### config.mk
export PLATFORM = sky130hd
export DESIGN_NAME = periph_subsystem
export DESIGN_NICKNAME = d
export VERILOG_FILES = /design/src/periph_pkg.sv /design/src/apb_periph_decode.sv /design/src/mtimer.sv /design/src/periph_subsystem.sv /design/src/uart_tx.sv
export SDC_FILE = /design/constraint.sdc
export NUM_CORES = 1
export LEC_CHECK = 0
export BUFFER_PORTS_ARGS = -buffer_cell sky130_fd_sc_hd__buf_2
export CAP_MARGIN = 20
export CELL_PAD_IN_SITES_DETAIL_PLACEMENT = 1
export CELL_PAD_IN_SITES_GLOBAL_PLACEMENT = 2
export CORE_ASPECT_RATIO = 0.5
export CORE_MARGIN = 2
export CORE_UTILIZATION = 39
export DETAILED_ROUTE_END_ITERATION = 16
export GPL_ROUTABILITY_DRIVEN = 0
export GPL_TIMING_DRIVEN = 1
export PLACE_DENSITY = 0.87
export SLEW_MARGIN = 30
export SYNTH_ARGS = -nofsm -noshare
export SYNTH_HDL_FRONTEND = slang
export SYNTH_SLANG_ARGS = --single-unit
### constraint.sdc
create_clock -name clk -period 3.2 [get_ports clk]
set_input_delay 0.64 -clock clk [delete_from_list [all_inputs] [get_ports clk]]
set_output_delay 0.64 -clock clk [all_outputs]
set_load 0.1 [all_outputs]
### src/periph_pkg.sv
// Shared constants, register map and APB address layout, referenced by scoped names
package periph_pkg;

	// Bus widths
	localparam int APB_DATA_W = 32;
	localparam int APB_ADDR_W = 16;

	// Clock cycles per microsecond timer tick
	localparam int CLK_MHZ = 12;

	// ------------------------------
	// Address regions, selected by paddr[15:14]
	// Regions 2 and 3 are unmapped
	localparam logic [1:0] REGION_TIMER = 2'd0;
	localparam logic [1:0] REGION_UART  = 2'd1;

	// ------------------------------
	// Timer register offsets
	localparam logic [7:0] TMR_CTRL     = 8'h00;
	localparam logic [7:0] TMR_MTIME_LO = 8'h08;
	localparam logic [7:0] TMR_MTIME_HI = 8'h0c;
	localparam logic [7:0] TMR_CMP_LO   = 8'h10;
	localparam logic [7:0] TMR_CMP_HI   = 8'h14;

	// ------------------------------
	// UART register offsets
	localparam logic [7:0] UART_TXDATA = 8'h00;
	localparam logic [7:0] UART_STATUS = 8'h04;
	localparam logic [7:0] UART_DIV    = 8'h08;

	// Clocks per bit, register width and value out of reset
	localparam int              UART_DIV_W     = 16;
	localparam logic [15:0]     UART_DIV_RESET = 16'd16;

	// Start bit, 8 data bits, stop bit
	localparam int UART_FRAME_BITS = 10;

	// One APB address word, seen either whole or split into region and offset
	typedef union packed {
		logic [APB_ADDR_W-1:0] raw;
		struct packed {
			logic [1:0] region;
			logic [5:0] unused;
			logic [7:0] offset;
		} fields;
	} apb_addr_t;

endpackage

### src/apb_periph_decode.sv
// APB region decoder: selects the timer or the UART and returns the selected response
module apb_periph_decode (
	input  logic                              psel,
	input  periph_pkg::apb_addr_t             paddr,

	// Timer response
	input  logic [periph_pkg::APB_DATA_W-1:0] timer_prdata,
	input  logic                              timer_pready,
	input  logic                              timer_pslverr,

	// UART response
	input  logic [periph_pkg::APB_DATA_W-1:0] uart_prdata,
	input  logic                              uart_pready,
	input  logic                              uart_pslverr,

	// Peripheral selects
	output logic                              timer_sel,
	output logic                              uart_sel,

	// Response towards the bus master
	output logic [periph_pkg::APB_DATA_W-1:0] prdata,
	output logic                              pready,
	output logic                              pslverr
);

	logic hit_timer;
	logic hit_uart;

	// ------------------------------
	// Region decode

	assign hit_timer = paddr.fields.region == periph_pkg::REGION_TIMER;
	assign hit_uart  = paddr.fields.region == periph_pkg::REGION_UART;

	assign timer_sel = psel && hit_timer;
	assign uart_sel  = psel && hit_uart;

	// ------------------------------
	// Response mux

	always_comb begin
		if (hit_timer) begin
			prdata  = timer_prdata;
			pready  = timer_pready;
			pslverr = timer_pslverr;
		end else if (hit_uart) begin
			prdata  = uart_prdata;
			pready  = uart_pready;
			pslverr = uart_pslverr;
		end else begin
			// Unmapped region, answered here without a peripheral
			prdata  = '0;
			pready  = 1'b1;
			pslverr = psel;
		end
	end

endmodule

### src/mtimer.sv
// Machine timer on APB: microsecond prescaler, 64-bit mtime/mtimecmp and timer interrupt
module mtimer (
	input  logic                              clk,
	input  logic                              rst_n,

	// APB slave port
	input  logic                              psel,
	input  logic                              penable,
	input  logic                              pwrite,
	input  periph_pkg::apb_addr_t             paddr,
	input  logic [periph_pkg::APB_DATA_W-1:0] pwdata,
	output logic [periph_pkg::APB_DATA_W-1:0] prdata,
	output logic                              pready,
	output logic                              pslverr,

	// Freezes mtime while high
	input  logic                              dbg_halt,

	output logic                              timer_irq
);

	logic [$clog2(periph_pkg::CLK_MHZ)-1:0] tick_ctr;
	logic                                   tick;

	logic                                   ctrl_en;
	logic [2*periph_pkg::APB_DATA_W-1:0]    mtime;
	logic [2*periph_pkg::APB_DATA_W-1:0]    mtimecmp;

	logic                                   acc;
	logic                                   wr;
	logic                                   offset_ok;

	// ------------------------------
	// Microsecond prescaler

	// Free-running from reset, tick on every pass through zero
	always_ff @(posedge clk or negedge rst_n) begin
		if (!rst_n) begin
			tick_ctr <= $bits(tick_ctr)'(periph_pkg::CLK_MHZ - 1);
		end else if (tick) begin
			tick_ctr <= $bits(tick_ctr)'(periph_pkg::CLK_MHZ - 1);
		end else begin
			tick_ctr <= tick_ctr - 1'b1;
		end
	end

	assign tick = ~|tick_ctr;

	// ------------------------------
	// APB access decode

	assign acc = psel && penable;
	assign wr  = acc && pwrite && offset_ok;

	always_comb begin
		case (paddr.fields.offset)
			periph_pkg::TMR_CTRL,
			periph_pkg::TMR_MTIME_LO,
			periph_pkg::TMR_MTIME_HI,
			periph_pkg::TMR_CMP_LO,
			periph_pkg::TMR_CMP_HI: offset_ok = 1'b1;
			default:                offset_ok = 1'b0;
		endcase
	end

	// Never stalls
	assign pready  = 1'b1;
	assign pslverr = acc && !offset_ok;

	// ------------------------------
	// Registers

	always_ff @(posedge clk or negedge rst_n) begin
		if (!rst_n) begin
			ctrl_en  <= 1'b0;
			mtimecmp <= '1;
		end else if (wr) begin
			case (paddr.fields.offset)
				periph_pkg::TMR_CTRL:   ctrl_en         <= pwdata[0];
				periph_pkg::TMR_CMP_LO: mtimecmp[31:0]  <= pwdata;
				periph_pkg::TMR_CMP_HI: mtimecmp[63:32] <= pwdata;
				default: ;
			endcase
		end
	end

	// Software writes win over the tick increment
	always_ff @(posedge clk or negedge rst_n) begin
		if (!rst_n) begin
			mtime <= '0;
		end else if (wr && paddr.fields.offset == periph_pkg::TMR_MTIME_LO) begin
			mtime[31:0] <= pwdata;
		end else if (wr && paddr.fields.offset == periph_pkg::TMR_MTIME_HI) begin
			mtime[63:32] <= pwdata;
		end else if (tick && ctrl_en && !dbg_halt) begin
			mtime <= mtime + 1'b1;
		end
	end

	// Level interrupt, one cycle behind the registers
	always_ff @(posedge clk or negedge rst_n) begin
		if (!rst_n) begin
			timer_irq <= 1'b0;
		end else begin
			timer_irq <= mtime >= mtimecmp;
		end
	end

	// ------------------------------
	// Read data, zero outside a read access

	always_comb begin
		prdata = '0;
		if (acc && !pwrite) begin
			case (paddr.fields.offset)
				periph_pkg::TMR_CTRL:     prdata[0] = ctrl_en;
				periph_pkg::TMR_MTIME_LO: prdata    = mtime[31:0];
				periph_pkg::TMR_MTIME_HI: prdata    = mtime[63:32];
				periph_pkg::TMR_CMP_LO:   prdata    = mtimecmp[31:0];
				periph_pkg::TMR_CMP_HI:   prdata    = mtimecmp[63:32];
				default: ;
			endcase
		end
	end

endmodule

### src/periph_subsystem.sv
// Peripheral subsystem top: external APB port decoded onto the machine timer and UART TX
module periph_subsystem (
	input  logic                              clk,
	input  logic                              rst_n,

	// External APB port
	input  logic                              psel,
	input  logic                              penable,
	input  logic                              pwrite,
	input  periph_pkg::apb_addr_t             paddr,
	input  logic [periph_pkg::APB_DATA_W-1:0] pwdata,
	output logic [periph_pkg::APB_DATA_W-1:0] prdata,
	output logic                              pready,
	output logic                              pslverr,

	// Debug freeze for the timer
	input  logic                              dbg_halt,

	output logic                              timer_irq,
	output logic                              uart_tx
);

	logic                              timer_sel;
	logic [periph_pkg::APB_DATA_W-1:0] timer_prdata;
	logic                              timer_pready;
	logic                              timer_pslverr;

	logic                              uart_sel;
	logic [periph_pkg::APB_DATA_W-1:0] uart_prdata;
	logic                              uart_pready;
	logic                              uart_pslverr;

	// ------------------------------
	// Region decode

	apb_periph_decode u_decode (
		.psel          (psel),
		.paddr         (paddr),
		.timer_prdata  (timer_prdata),
		.timer_pready  (timer_pready),
		.timer_pslverr (timer_pslverr),
		.uart_prdata   (uart_prdata),
		.uart_pready   (uart_pready),
		.uart_pslverr  (uart_pslverr),
		.timer_sel     (timer_sel),
		.uart_sel      (uart_sel),
		.prdata        (prdata),
		.pready        (pready),
		.pslverr       (pslverr)
	);

	// ------------------------------
	// Peripherals

	mtimer u_mtimer (
		.clk       (clk),
		.rst_n     (rst_n),
		.psel      (timer_sel),
		.penable   (penable),
		.pwrite    (pwrite),
		.paddr     (paddr),
		.pwdata    (pwdata),
		.prdata    (timer_prdata),
		.pready    (timer_pready),
		.pslverr   (timer_pslverr),
		.dbg_halt  (dbg_halt),
		.timer_irq (timer_irq)
	);

	uart_tx u_uart_tx (
		.clk     (clk),
		.rst_n   (rst_n),
		.psel    (uart_sel),
		.penable (penable),
		.pwrite  (pwrite),
		.paddr   (paddr),
		.pwdata  (pwdata),
		.prdata  (uart_prdata),
		.pready  (uart_pready),
		.pslverr (uart_pslverr),
		.tx      (uart_tx)
	);

endmodule

### src/uart_tx.sv
// UART transmitter on APB: sends 8N1 frames and holds off TXDATA writes while busy
module uart_tx (
	input  logic                              clk,
	input  logic                              rst_n,

	// APB slave port
	input  logic                              psel,
	input  logic                              penable,
	input  logic                              pwrite,
	input  periph_pkg::apb_addr_t             paddr,
	input  logic [periph_pkg::APB_DATA_W-1:0] pwdata,
	output logic [periph_pkg::APB_DATA_W-1:0] prdata,
	output logic                              pready,
	output logic                              pslverr,

	// Serial line, high when idle
	output logic                              tx
);

	logic [periph_pkg::UART_DIV_W-1:0]      div;
	logic [periph_pkg::UART_DIV_W-1:0]      bit_ctr;
	logic [3:0]                             bit_idx;
	logic [periph_pkg::UART_FRAME_BITS-1:0] shreg;
	logic                                   busy;

	logic                                   acc;
	logic                                   offset_ok;
	logic                                   txdata_wr;
	logic                                   bit_end;
	logic                                   frame_end;
	logic                                   tx_accept;

	// ------------------------------
	// APB access decode

	assign acc = psel && penable;

	always_comb begin
		case (paddr.fields.offset)
			periph_pkg::UART_TXDATA,
			periph_pkg::UART_STATUS,
			periph_pkg::UART_DIV: offset_ok = 1'b1;
			default:              offset_ok = 1'b0;
		endcase
	end

	assign txdata_wr = acc && pwrite && paddr.fields.offset == periph_pkg::UART_TXDATA;

	// Bit timing
	assign bit_end   = busy && bit_ctr == '0;
	assign frame_end = bit_end && bit_idx == 4'(periph_pkg::UART_FRAME_BITS - 1);

	// A busy write waits for the last cycle of the stop bit
	assign pready    = !(txdata_wr && busy && !frame_end);
	assign tx_accept = txdata_wr && pready;
	assign pslverr   = acc && !offset_ok;

	// ------------------------------
	// Divider register

	always_ff @(posedge clk or negedge rst_n) begin
		if (!rst_n) begin
			div <= periph_pkg::UART_DIV_RESET;
		end else if (acc && pwrite && paddr.fields.offset == periph_pkg::UART_DIV) begin
			div <= pwdata[periph_pkg::UART_DIV_W-1:0];
		end
	end

	// ------------------------------
	// Frame shifter

	// Frame is stop, data, start; bit 0 drives the line
	always_ff @(posedge clk or negedge rst_n) begin
		if (!rst_n) begin
			busy    <= 1'b0;
			bit_ctr <= '0;
			bit_idx <= '0;
			shreg   <= '1;
		end else if (tx_accept) begin
			busy    <= 1'b1;
			bit_ctr <= div - 1'b1;
			bit_idx <= '0;
			shreg   <= {1'b1, pwdata[7:0], 1'b0};
		end else if (bit_end) begin
			bit_ctr <= div - 1'b1;
			bit_idx <= bit_idx + 1'b1;
			// Shifting in ones leaves the line idle once the stop bit is out
			shreg   <= {1'b1, shreg[periph_pkg::UART_FRAME_BITS-1:1]};
			if (frame_end) begin
				busy <= 1'b0;
			end
		end else if (busy) begin
			bit_ctr <= bit_ctr - 1'b1;
		end
	end

	assign tx = shreg[0];

	// ------------------------------
	// Read data, zero outside a read access

	always_comb begin
		prdata = '0;
		if (acc && !pwrite) begin
			case (paddr.fields.offset)
				periph_pkg::UART_STATUS: prdata[0] = busy;
				periph_pkg::UART_DIV:    prdata[periph_pkg::UART_DIV_W-1:0] = div;
				// TXDATA is write only and reads as zero
				default: ;
			endcase
		end
	end

endmodule
After elaboration in Yosys (flattened, before gate mapping)

Index checks and enable logic that the tools add are counted.

Add/subtract/negate cells: 5
$lt $le $gt $ge: 1
Equal/unequal tests: 8
Mux-type cells: 29
Bitwise logic cells: 1
Reduce and logical (&&, ||, !) cells: 46

Operator list:

| operator                | number |
|---|---|
| $mux W32                | 5 |
| $pmux W31 S4            | 1 |
| $mux W16                | 5 |
| $add A64 B1 Y64 const B | 1 |
| $ge A64 B64 Y1          | 1 |
| $mux W64                | 1 |
| $sub A16 B1 Y16 const B | 2 |
| $logic_and A1 B1 Y1     | 22 |
| $mux W10                | 2 |
| $eq A8 B4 Y1 const B    | 2 |
| $eq A8 B5 Y1 const B    | 2 |
| $logic_not A16 Y1       | 1 |
| $mux W15                | 1 |
| $mux W4                 | 3 |
| $reduce_and A2 Y1       | 6 |
| $mux W1                 | 9 |
| $eq A8 B3 Y1 const B    | 1 |
| $logic_not A8 Y1        | 1 |
| $reduce_bool A2 Y1      | 4 |
| $logic_not A1 Y1        | 7 |
| $pmux W1 S5             | 1 |
| $reduce_or A5 Y1        | 1 |
| $add A4 B1 Y4 const B   | 1 |
| $eq A4 B4 Y1 const B    | 1 |
| 9 further kinds         | 9 |

Flip-flop bits (word level): 181
Bits of input ports: 54

Logic depth before layout (Yosys ltp)

Gate-level depths: netlist of the first run.

Word-level depth: 11
Gate-level depth with buffers: 9

Modules after synthesis

Synthesis of the first run repeated with hierarchy kept, for this count alone.

Cell total of the unflattened synthesis: 1388
Area total of the unflattened synthesis: 12577.1 µm²

By module, submodules not included:

| module            | instances | cells an instance | area each (µm²) | seq. area each (µm²) |
|---|---|---|---|---|
| mtimer            | 1         | 994               | 8872.3          | 3437.0 |
| uart_tx           | 1         | 315               | 3125.5          | 1163.6 |
| apb_periph_decode | 1         | 79                | 579.3           | 0.0 |

Worst setup path before layout of the first run

No wires, ideal clock.

Path kind: input port to output port
From: input paddr[4] (netlist name)
To: output prdata[10] (netlist name)
Data arrival time: 4.194 ns
Required time: 2.560 ns
Setup slack: -1.634 ns
Cell stages on the path: 7
Path buffers: 3
Path through: clkbuf_1 -> nand3_1 -> nor3_1 -> clkbuf_1 -> clkbuf_1 -> a221oi_1 -> o21ai_0

Word-level cells in the longest chain between the ends: 5
Elaborated cells on any way between the ends: 10
Those cells by class: 4 x eq/ne; 6 x mux

RTL lines:

| item         | line                          | RTL |
|---|---|---|
| from (decl)  | periph_subsystem.sv:10        | `input periph_pkg::apb_addr_t paddr,` |
| $eq A8 B4 Y1 | mtimer.sv:115, uart_tx.sv:105 |  |
| $mux W15     | uart_tx.sv:105                | `case (paddr.fields.offset)` |
| $mux W16     | uart_tx.sv:104                | `if (acc && !pwrite) begin` |
| $mux W16     | apb_periph_decode.sv:46       | `end else if (hit_uart) begin` |
| $mux W32 (*) | apb_periph_decode.sv:42       | `if (hit_timer) begin` |
| to (decl)    | periph_subsystem.sv:12        | `output logic [periph_pkg::APB_DATA_W-1:0] prdata,` |

Mark *: on every way between the ends. The rest lies on a longest branch, timed or not.

Worst setup path after layout of the first run

From: register u_uart_tx.bit_ctr[12] (netlist name)
To: output pready

Word-level cells in the longest chain between the ends: 8

RTL lines:

| item                   | line                    | RTL |
|---|---|---|
| from (decl)            | uart_tx.sv:21           | `logic [periph_pkg::UART_DIV_W-1:0] bit_ctr;` |
| from (signal assigned) | uart_tx.sv:81           | `bit_ctr <= div - 1'b1;` |
| from (signal assigned) | uart_tx.sv:85           | `bit_ctr <= div - 1'b1;` |
| from (signal assigned) | uart_tx.sv:93           | `bit_ctr <= bit_ctr - 1'b1;` |
| $logic_not A16 Y1      | uart_tx.sv:50           | `assign bit_end = busy && bit_ctr == '0;` |
| $logic_and A1 B1 Y1    | uart_tx.sv:50           |  |
| $logic_and A1 B1 Y1    | uart_tx.sv:51           | `assign frame_end = bit_end && bit_idx == 4'(periph_pkg::UART_FRAME_BITS - 1);` |
| $logic_not A1 Y1       | uart_tx.sv:54           | `assign pready = !(txdata_wr && busy && !frame_end);` |
| $logic_and A1 B1 Y1    | uart_tx.sv:54           |  |
| $logic_not A1 Y1       | uart_tx.sv:54           |  |
| $mux W1                | apb_periph_decode.sv:46 |  |
| $mux W1                | apb_periph_decode.sv:42 |  |
| to (decl)              | periph_subsystem.sv:13  | `output logic pready,` |

No other way between the ends.

==> flow_summary_export.csv, run 1 <==
group,metric,value,unit
run_status,status,"finished, final reports clean",
worst_setup_path,r2r_start,"u_mtimer.mtimecmp[15]",
sta,rsz0062_at_grt,"yes",
routing,drt_iter0_drc,945,
sta,post-route-min-period,3.11,ns
clock_tree,cts_hold_buf,0,
die,die_width,249,µm
yosys,synth_compound_area_frac,0.139,
worst_setup_path,required,2.56,ns
yosys,synth_flop_cell,"dfrtp_1",
yosys,async_reset_ff_frac,1.00,
power,leakage,5.77,nW
routing,wl_per_cell,22.1,µm
yosys,synth_cell_types,72,
yosys,synth_top_family_by_area,"simple AND/OR/NAND/NOR gates",
sta,maxSlewViolCount,0,
routing,drtAntennaViolNets,0,
clock_tree,tritoncts,"built",
sta,finClkSkew,0.0119,ns
sta,setup_viol,0,
global_routing,grt_max_degree,73,
finish,nNetsFinal,1499,
finish,fin_util,0.489,
run,maxCapViolCount,0,
place,placed_area,13700,µm²
global_routing,grt_pass1_vias,11100,
finish,antenna_cells,0,
place,port-buffer-count,83,
finish,area_growth,22.0,%
routing,num_vias,10400,
yosys,synth-edff-count,0,
worst_setup_path,crit_fanout,7,
clock_tree,clock_latency,0.46,ns
sta,timing.fmax,0.322,GHz
yosys,netlist_instances,1279,
clock_tree,ctsRootBufferMaster,"clkbuf_16",
worst_setup_path,reg2reg_depth,8,
clock_tree,clk_pin_slew,0.07,ns
place,post-place-ws,0.0733,ns
worst_setup_path,cp_data_arrival_time,2.47,ns
die,start_util,0.401,
yosys,yosysSeqAreaShare,0.392,
die,dieArea,31600,µm²
global_routing,grt_pass1_wl,63.0,mm
sta,layout_setup_ws,0.0897,ns
global_routing,gr-total-overflow,0,
clock_tree,htreeDepth,4,
yosys,syn_area,11800,µm²
routing,first_pass_iters,8,
yosys,syn-num-nets,1403,
routing,routed_via_density,5.86,
global_routing,antenna_found_initial,1,
yosys,synth_simple_gate_area_frac,0.193,
sta,period_share,0.972,
worst_setup_path,critical_path_class,"reg2out",
worst_setup_path,start_kind,"flip-flop",
power,powerDensity,334,nW/µm²
die,die_h,127,µm
clock_tree,cts_buffers,17,
yosys,yosys.area_share.adder,0.0745,
min_path,hp-class,"in2async",
power,ir_drop,0.333,mV
finish,drive_above_1_share,0.278,
yosys,yosysWarnings,0,
yosys,synthXorXnorAreaFrac,0.0544,
worst_setup_path,cp-end-kind,"output pin",
power,power,4.78,mW
die,rows,44,
sta,hold_viol,0,
clock_tree,clockBufferDepth,2,
clock_tree,cts.sinks,180,
sta,worstMarginPinSlew,0.739,ns
worst_setup_path,r2r-end,"u_mtimer.timer_irq",
routing,totalWireLength,39.3,mm
sta,relSlewSlack,0.507,
worst_setup_path,rrSetupSlack,0.27,ns
yosys,avgSynthCellArea,9.19,µm²
yosys,ys_seq_elements,180,
sta,holdWs,0.206,ns
place,dp_hpwl,28.7,mm
global_routing,grt_usage,0.257,
routing,drc,0,
die,fp.coreArea,29300,µm²
yosys,synth_mux_area_frac,0.0967,
die,ios,90,
finish,fin_area,14300,µm²
per-layer routing:
layer / wire (µm) / track usage / up-vias
met1: 17900 / 0.344 / 5328
met4: 650 / 0.0666 / 2
li1: - / - / 4799
met2: 18800 / 0.430 / 249
met5: 13 / 0 / -
met3: 1870 / 0.0466 / 50
cell families (layout without fill, tap and decap cells):
group / Yosys count / in the layout
muxes: 103 / 103
and+or+nand+nor: 454 / 454
buffers and inverters: 149 / 258
xor gates and xnor gates: 73 / 73
DFF: 180 / 180
adders and majority gates: 70 / 70
AOI/OAI and AO/OA: 250 / 250
per-stage QoR:
stage,setup TNS (ns),instances
after floorplan,-1.32,1279
after global routing,-0.0264,1779
after CTS,0,1779
after detailed placement,0,1746
final,0,1779
after global placement,0,1746
layout by cell type, fill, tap and decap left out, types with 9 or more instances in the layout:
cell type and n:
xnor2_1 56, mux2_2 84, buf_12 42, nand4_1 27, mux2i_1 19, a22o_1 13, nor4_1 26, nor2_1 98
nor3_1 42, nand3_1 45, a222oi_1 14, buf_4 45, ha_1 70, xor2_1 17, or3_1 9, dfstp_2 77
o21ai_0 52, buf_2 48, a221oi_1 15, dfrtp_1 102, inv_1 88, clkbuf_16 17, a21oi_1 74, nor2_4 14
o21ai_4 10, o211ai_1 9, and3_1 14, nand2_1 121
worst max-delay path: stages (launching register included):
cell     delay, ns
dfrtp_1       0.44
or4_4         0.58
or3_4         0.44
o31ai_4       0.21
or2_4         0.17
buf_12        0.16
area by class of cell:
class / instances / area, µm²
clock inverter: 12 / 131
timing repair buffer: 138 / 1450
tap: 391 / 489
sequential: 180 / 4600
fill: 3333 / 15000
clock buffer: 20 / 447
multi-input combinational: 950 / 6880
inverter: 88 / 330
sequential cells by signal (all words and copies together), names as in the netlist:
signal and count:
u_uart_tx.shreg 9, u_mtimer.mtime 64, u_uart_tx.div 16, u_mtimer.tick_ctr 4, u_mtimer.timer_irq 1, u_mtimer.ctrl_en 1, u_mtimer.mtimecmp 64, u_uart_tx.bit_ctr 16
u_uart_tx.busy 1, u_uart_tx.bit_idx 4
synthesized netlist by cell type (all sizes together), types with 14 or more instances:
library cell,instances,area share
o21ai,69,0.029
a221oi,15,0.011
dfrtp,103,0.22
nor3,46,0.020
a222oi,14,0.012
nand3,47,0.021
nor2,115,0.037
xor2,17,0.013
nor4,30,0.020
a21oi,74,0.032
dfstp,77,0.17
inv,88,0.028
mux2i,19,0.016
nand4,27,0.014
mux2,84,0.081
clkbuf,43,0.014
buf,18,0.0080
xnor2,56,0.042
nand2,122,0.039
ha,70,0.075
and3,14,0.0075
worst max-delay path by stage:
stage                                     start          to
after CTS                  u_uart_tx.bit_ctr[6]      pready
after detailed placement               paddr[1]   prdata[6]
after floorplan                        paddr[1]  prdata[19]
final                     u_uart_tx.bit_ctr[12]      pready
after global placement                 paddr[1]   prdata[6]
after global routing                   paddr[1]  prdata[24]
what timing repair did:
| action | in CTS | in global routing |
|---|---|---|
| endpoints found under the setup margin | 1 | 14 |
| pin swaps | 1 | 4 |
| setup buffers | 1 | 0 |
| resized for setup | 2 | 6 |
power by group:
group / internal (mW) / leakage (nW) / switching [mW]
Clock: 1.17 / 0.273 / 0.993
Combinational: 0.0890 / 3.37 / 0.218
Sequential: 2.30 / 2.13 / 0.0156
Total: 3.56 / 5.77 / 1.23
(Power assumes the default switching activity.)
==> run 2, diff against run 1 <==
- BUFFER_PORTS_ARGS: -buffer_cell sky130_fd_sc_hd__buf_2 -> not set
- CORE_UTILIZATION: 39 -> 41
- DONT_BUFFER_PORTS: not set -> 1
- PLACE_DENSITY: 0.87 -> 0.86
==> run 2 against run 1 <==
  * Via count down 0.83%
  * First-iteration DRC count shrank 20%
  * Flip-flop and latch count is the same
  * Die area decreased by 4.8%
  * Design area decreased by 1.9%
  * Combinational power down 45%
  * Core utilization is 1.4 points higher
  * Non-clock buffer count down 48
  * Highest routed layer is now met4
  * Sequential power increased by 2%
  * Routed wire length increased by 1.6%
  * Setup slack worse by 0.0035 ns
  * Critical path type unchanged
==> flow_summary_export.csv, run 2 (synthesis gave the netlist of run 1 again) <==
group,metric,value,unit
power,powerDensity,341,nW/µm²
die,fp.coreArea,27900,µm²
routing,drtAntennaViolNets,0,
worst_setup_path,cp_data_arrival_time,2.47,ns
die,ios,90,
sta,maxSlewViolCount,0,
routing,wl_per_cell,23.2,µm
clock_tree,cts_buffers,17,
clock_tree,htreeDepth,4,
clock_tree,clockBufferDepth,2,
power,leakage,5.59,nW
global_routing,grt_pass1_wl,63.1,mm
global_routing,grt_max_degree,104,
worst_setup_path,cp_cell_sequence,"or4_1 -> or3_4 -> o31ai_4 -> or2_2 -> buf_12",
sta,worstMarginPinSlew,0.885,ns
routing,routed_via_density,6.01,
worst_setup_path,slowest_delay,0.63,ns
sta,rsz0062_at_grt,"no",
die,die_width,243,µm
sta,hold_viol,0,
routing,first_pass_iters,5,
global_routing,grt_usage,0.275,
die,dieArea,30100,µm²
sta,relSlewSlack,0.410,
run_status,status,"finished, final reports clean",
finish,area_growth,19.6,%
worst_setup_path,start_kind,"flip-flop",
worst_setup_path,required,2.56,ns
clock_tree,clock_latency,0.47,ns
sta,layout_setup_ws,0.0862,ns
routing,num_vias,10300,
place,dp_cells,1684,
place,port-buffer-count,0,
clock_tree,cts.sinks,180,
finish,n_fill_cell,3129,
routing,drc,0,
finish,antenna_cells,0,
die,start_util,0.421,
routing,totalWireLength,39.9,mm
worst_setup_path,crit_fanout,7,
die,rows,43,
global_routing,grt_pass1_vias,11000,
finish,instances_no_fill,1722,
worst_setup_path,critical_path_class,"reg2out",
sta,timing.fmax,0.321,GHz
global_routing,antenna_found_initial,0,
min_path,hp-class,"in2async",
place,dp_hpwl,28.0,mm
finish,reg_top3,"u_mtimer.mtime (64), u_mtimer.mtimecmp (64)",
routing,drt_iter0_drc,757,
clock_tree,tritoncts,"built",
clock_tree,ctsRootBufferMaster,"clkbuf_16",
run,maxCapViolCount,0,
worst_setup_path,path_buf_inv,1,
place,post-place-ws,0.0793,ns
die,die_h,124,µm
worst_setup_path,cpLargestDelayFamily,"simple AND/OR/NAND/NOR gates",
sta,post-route-min-period,3.11,ns
finish,layout_commonest_cell,"nand2_1",
worst_setup_path,cp-end-kind,"output pin",
worst_setup_path,cpMaxStageDelayCell,"or4_1",
power,ir_drop,0.409,mV
sta,finClkSkew,0.0117,ns
finish,nNetsFinal,1451,
finish,drive_above_1_share,0.251,
sta,setup_viol,0,
finish,mostFrequentLayoutCells,"nand2_1, dfrtp_1, nor2_1",
global_routing,gr-total-overflow,0,
clock_tree,clk_pin_slew,0.08,ns
sta,period_share,0.973,
-- run 2: cell types whose count changed in the layout (fill, tap and decap cells not counted), sizes merged --
| cell | before | now |
|---|---|---|
| dlygate4sd3 | 0 | 4 |
| buf | 138 | 86 |
| clkbuf | 20 | 18 |
| clkinv | 4 | 6 |
| clkinvlp | 4 | 1 |
| bufinv | 2 | 3 |
| inv | 90 | 92 |
-- run 2: path summary, 6_finish.rpt --
check                           depth (start not counted)                    end  slack (ns)                   from
worst max-delay path                                    5                 pready        0.09  u_uart_tx.bit_ctr[12]
worst min-delay path                                    0  u_mtimer.mtimecmp[32]        0.05                  rst_n
worst max register to register                          8     u_mtimer.timer_irq        0.21  u_mtimer.mtimecmp[62]
worst min register to register                          1   u_mtimer.tick_ctr[0]        0.47   u_mtimer.tick_ctr[0]
max in group asynchronous                               1  u_mtimer.mtimecmp[58]        2.15                  rst_n
min in group clk                                        2     u_uart_tx.shreg[8]        0.28              pwdata[7]
-- run 2: routing by layer --
| metal | track usage | vias to the layer above | part of all wire |
|---|---|---|---|
| met4 | 0.0809 | 0 | 0.017 |
| met3 | 0.0483 | 50 | 0.048 |
| met1 | 0.356 | 5372 | 0.45 |
| li1 | - | 4696 | - |
| met5 | 0 | - | 0 |
| met2 | 0.474 | 223 | 0.48 |
-- run 2: layout make-up --
cell class | count | area (µm²) | area share
Clock buffer | 18 | 439 | 0.0312
Clock inverter | 14 | 174 | 0.0124
Inverter | 88 | 330 | 0.0235
Multi-Input combinational cell | 950 | 6880 | 0.489
Sequential cell | 180 | 4600 | 0.327
Tap cell | 382 | 478 | 0.0340
Timing Repair Buffer | 90 | 1160 | 0.0823
-- run 2: worst register-to-register path: stages (launching register included) --
cell,delay [ns]
dfstp_2,0.55
inv_1,0.05
ha_1,0.32
nand4_1,0.23
nor4_1,0.62
buf_4,0.22
nand3_1,0.19
or3_1,0.45
o21ai_0,0.27
-- run 2: per-stage QoR --
stage | total power [mW] | hold WS [ns] | TNS [ns] | util | cell area (µm²)
floorplan | 2.47 | 0.344 | -1.32 | - | 12000
global placement | 2.51 | 0.353 | 0 | 0.478 | 13300
detailed placement | 2.51 | 0.351 | 0 | 0.478 | 13300
CTS | 4.83 | 0.00471 | 0 | 0.503 | 14000
global route | 4.93 | 0.0167 | 0 | 0.503 | 14100
finish | 4.80 | 0.0484 | 0 | 0.503 | 14100
-- run 2: repair_timing --
action	in CTS	in global routing
endpoints found under the hold margin	103	0
buffers inserted	1	0
endpoints found under the setup margin	1	23
resized for setup	2	3
pin swaps	1	1
hold buffers	5	0
-- run 2: power breakdown --
group / internal, mW / switching, mW
Combinational: 0.0603 / 0.108
Clock: 1.26 / 1.03
Sequential: 2.29 / 0.0502
Total: 3.61 / 1.18
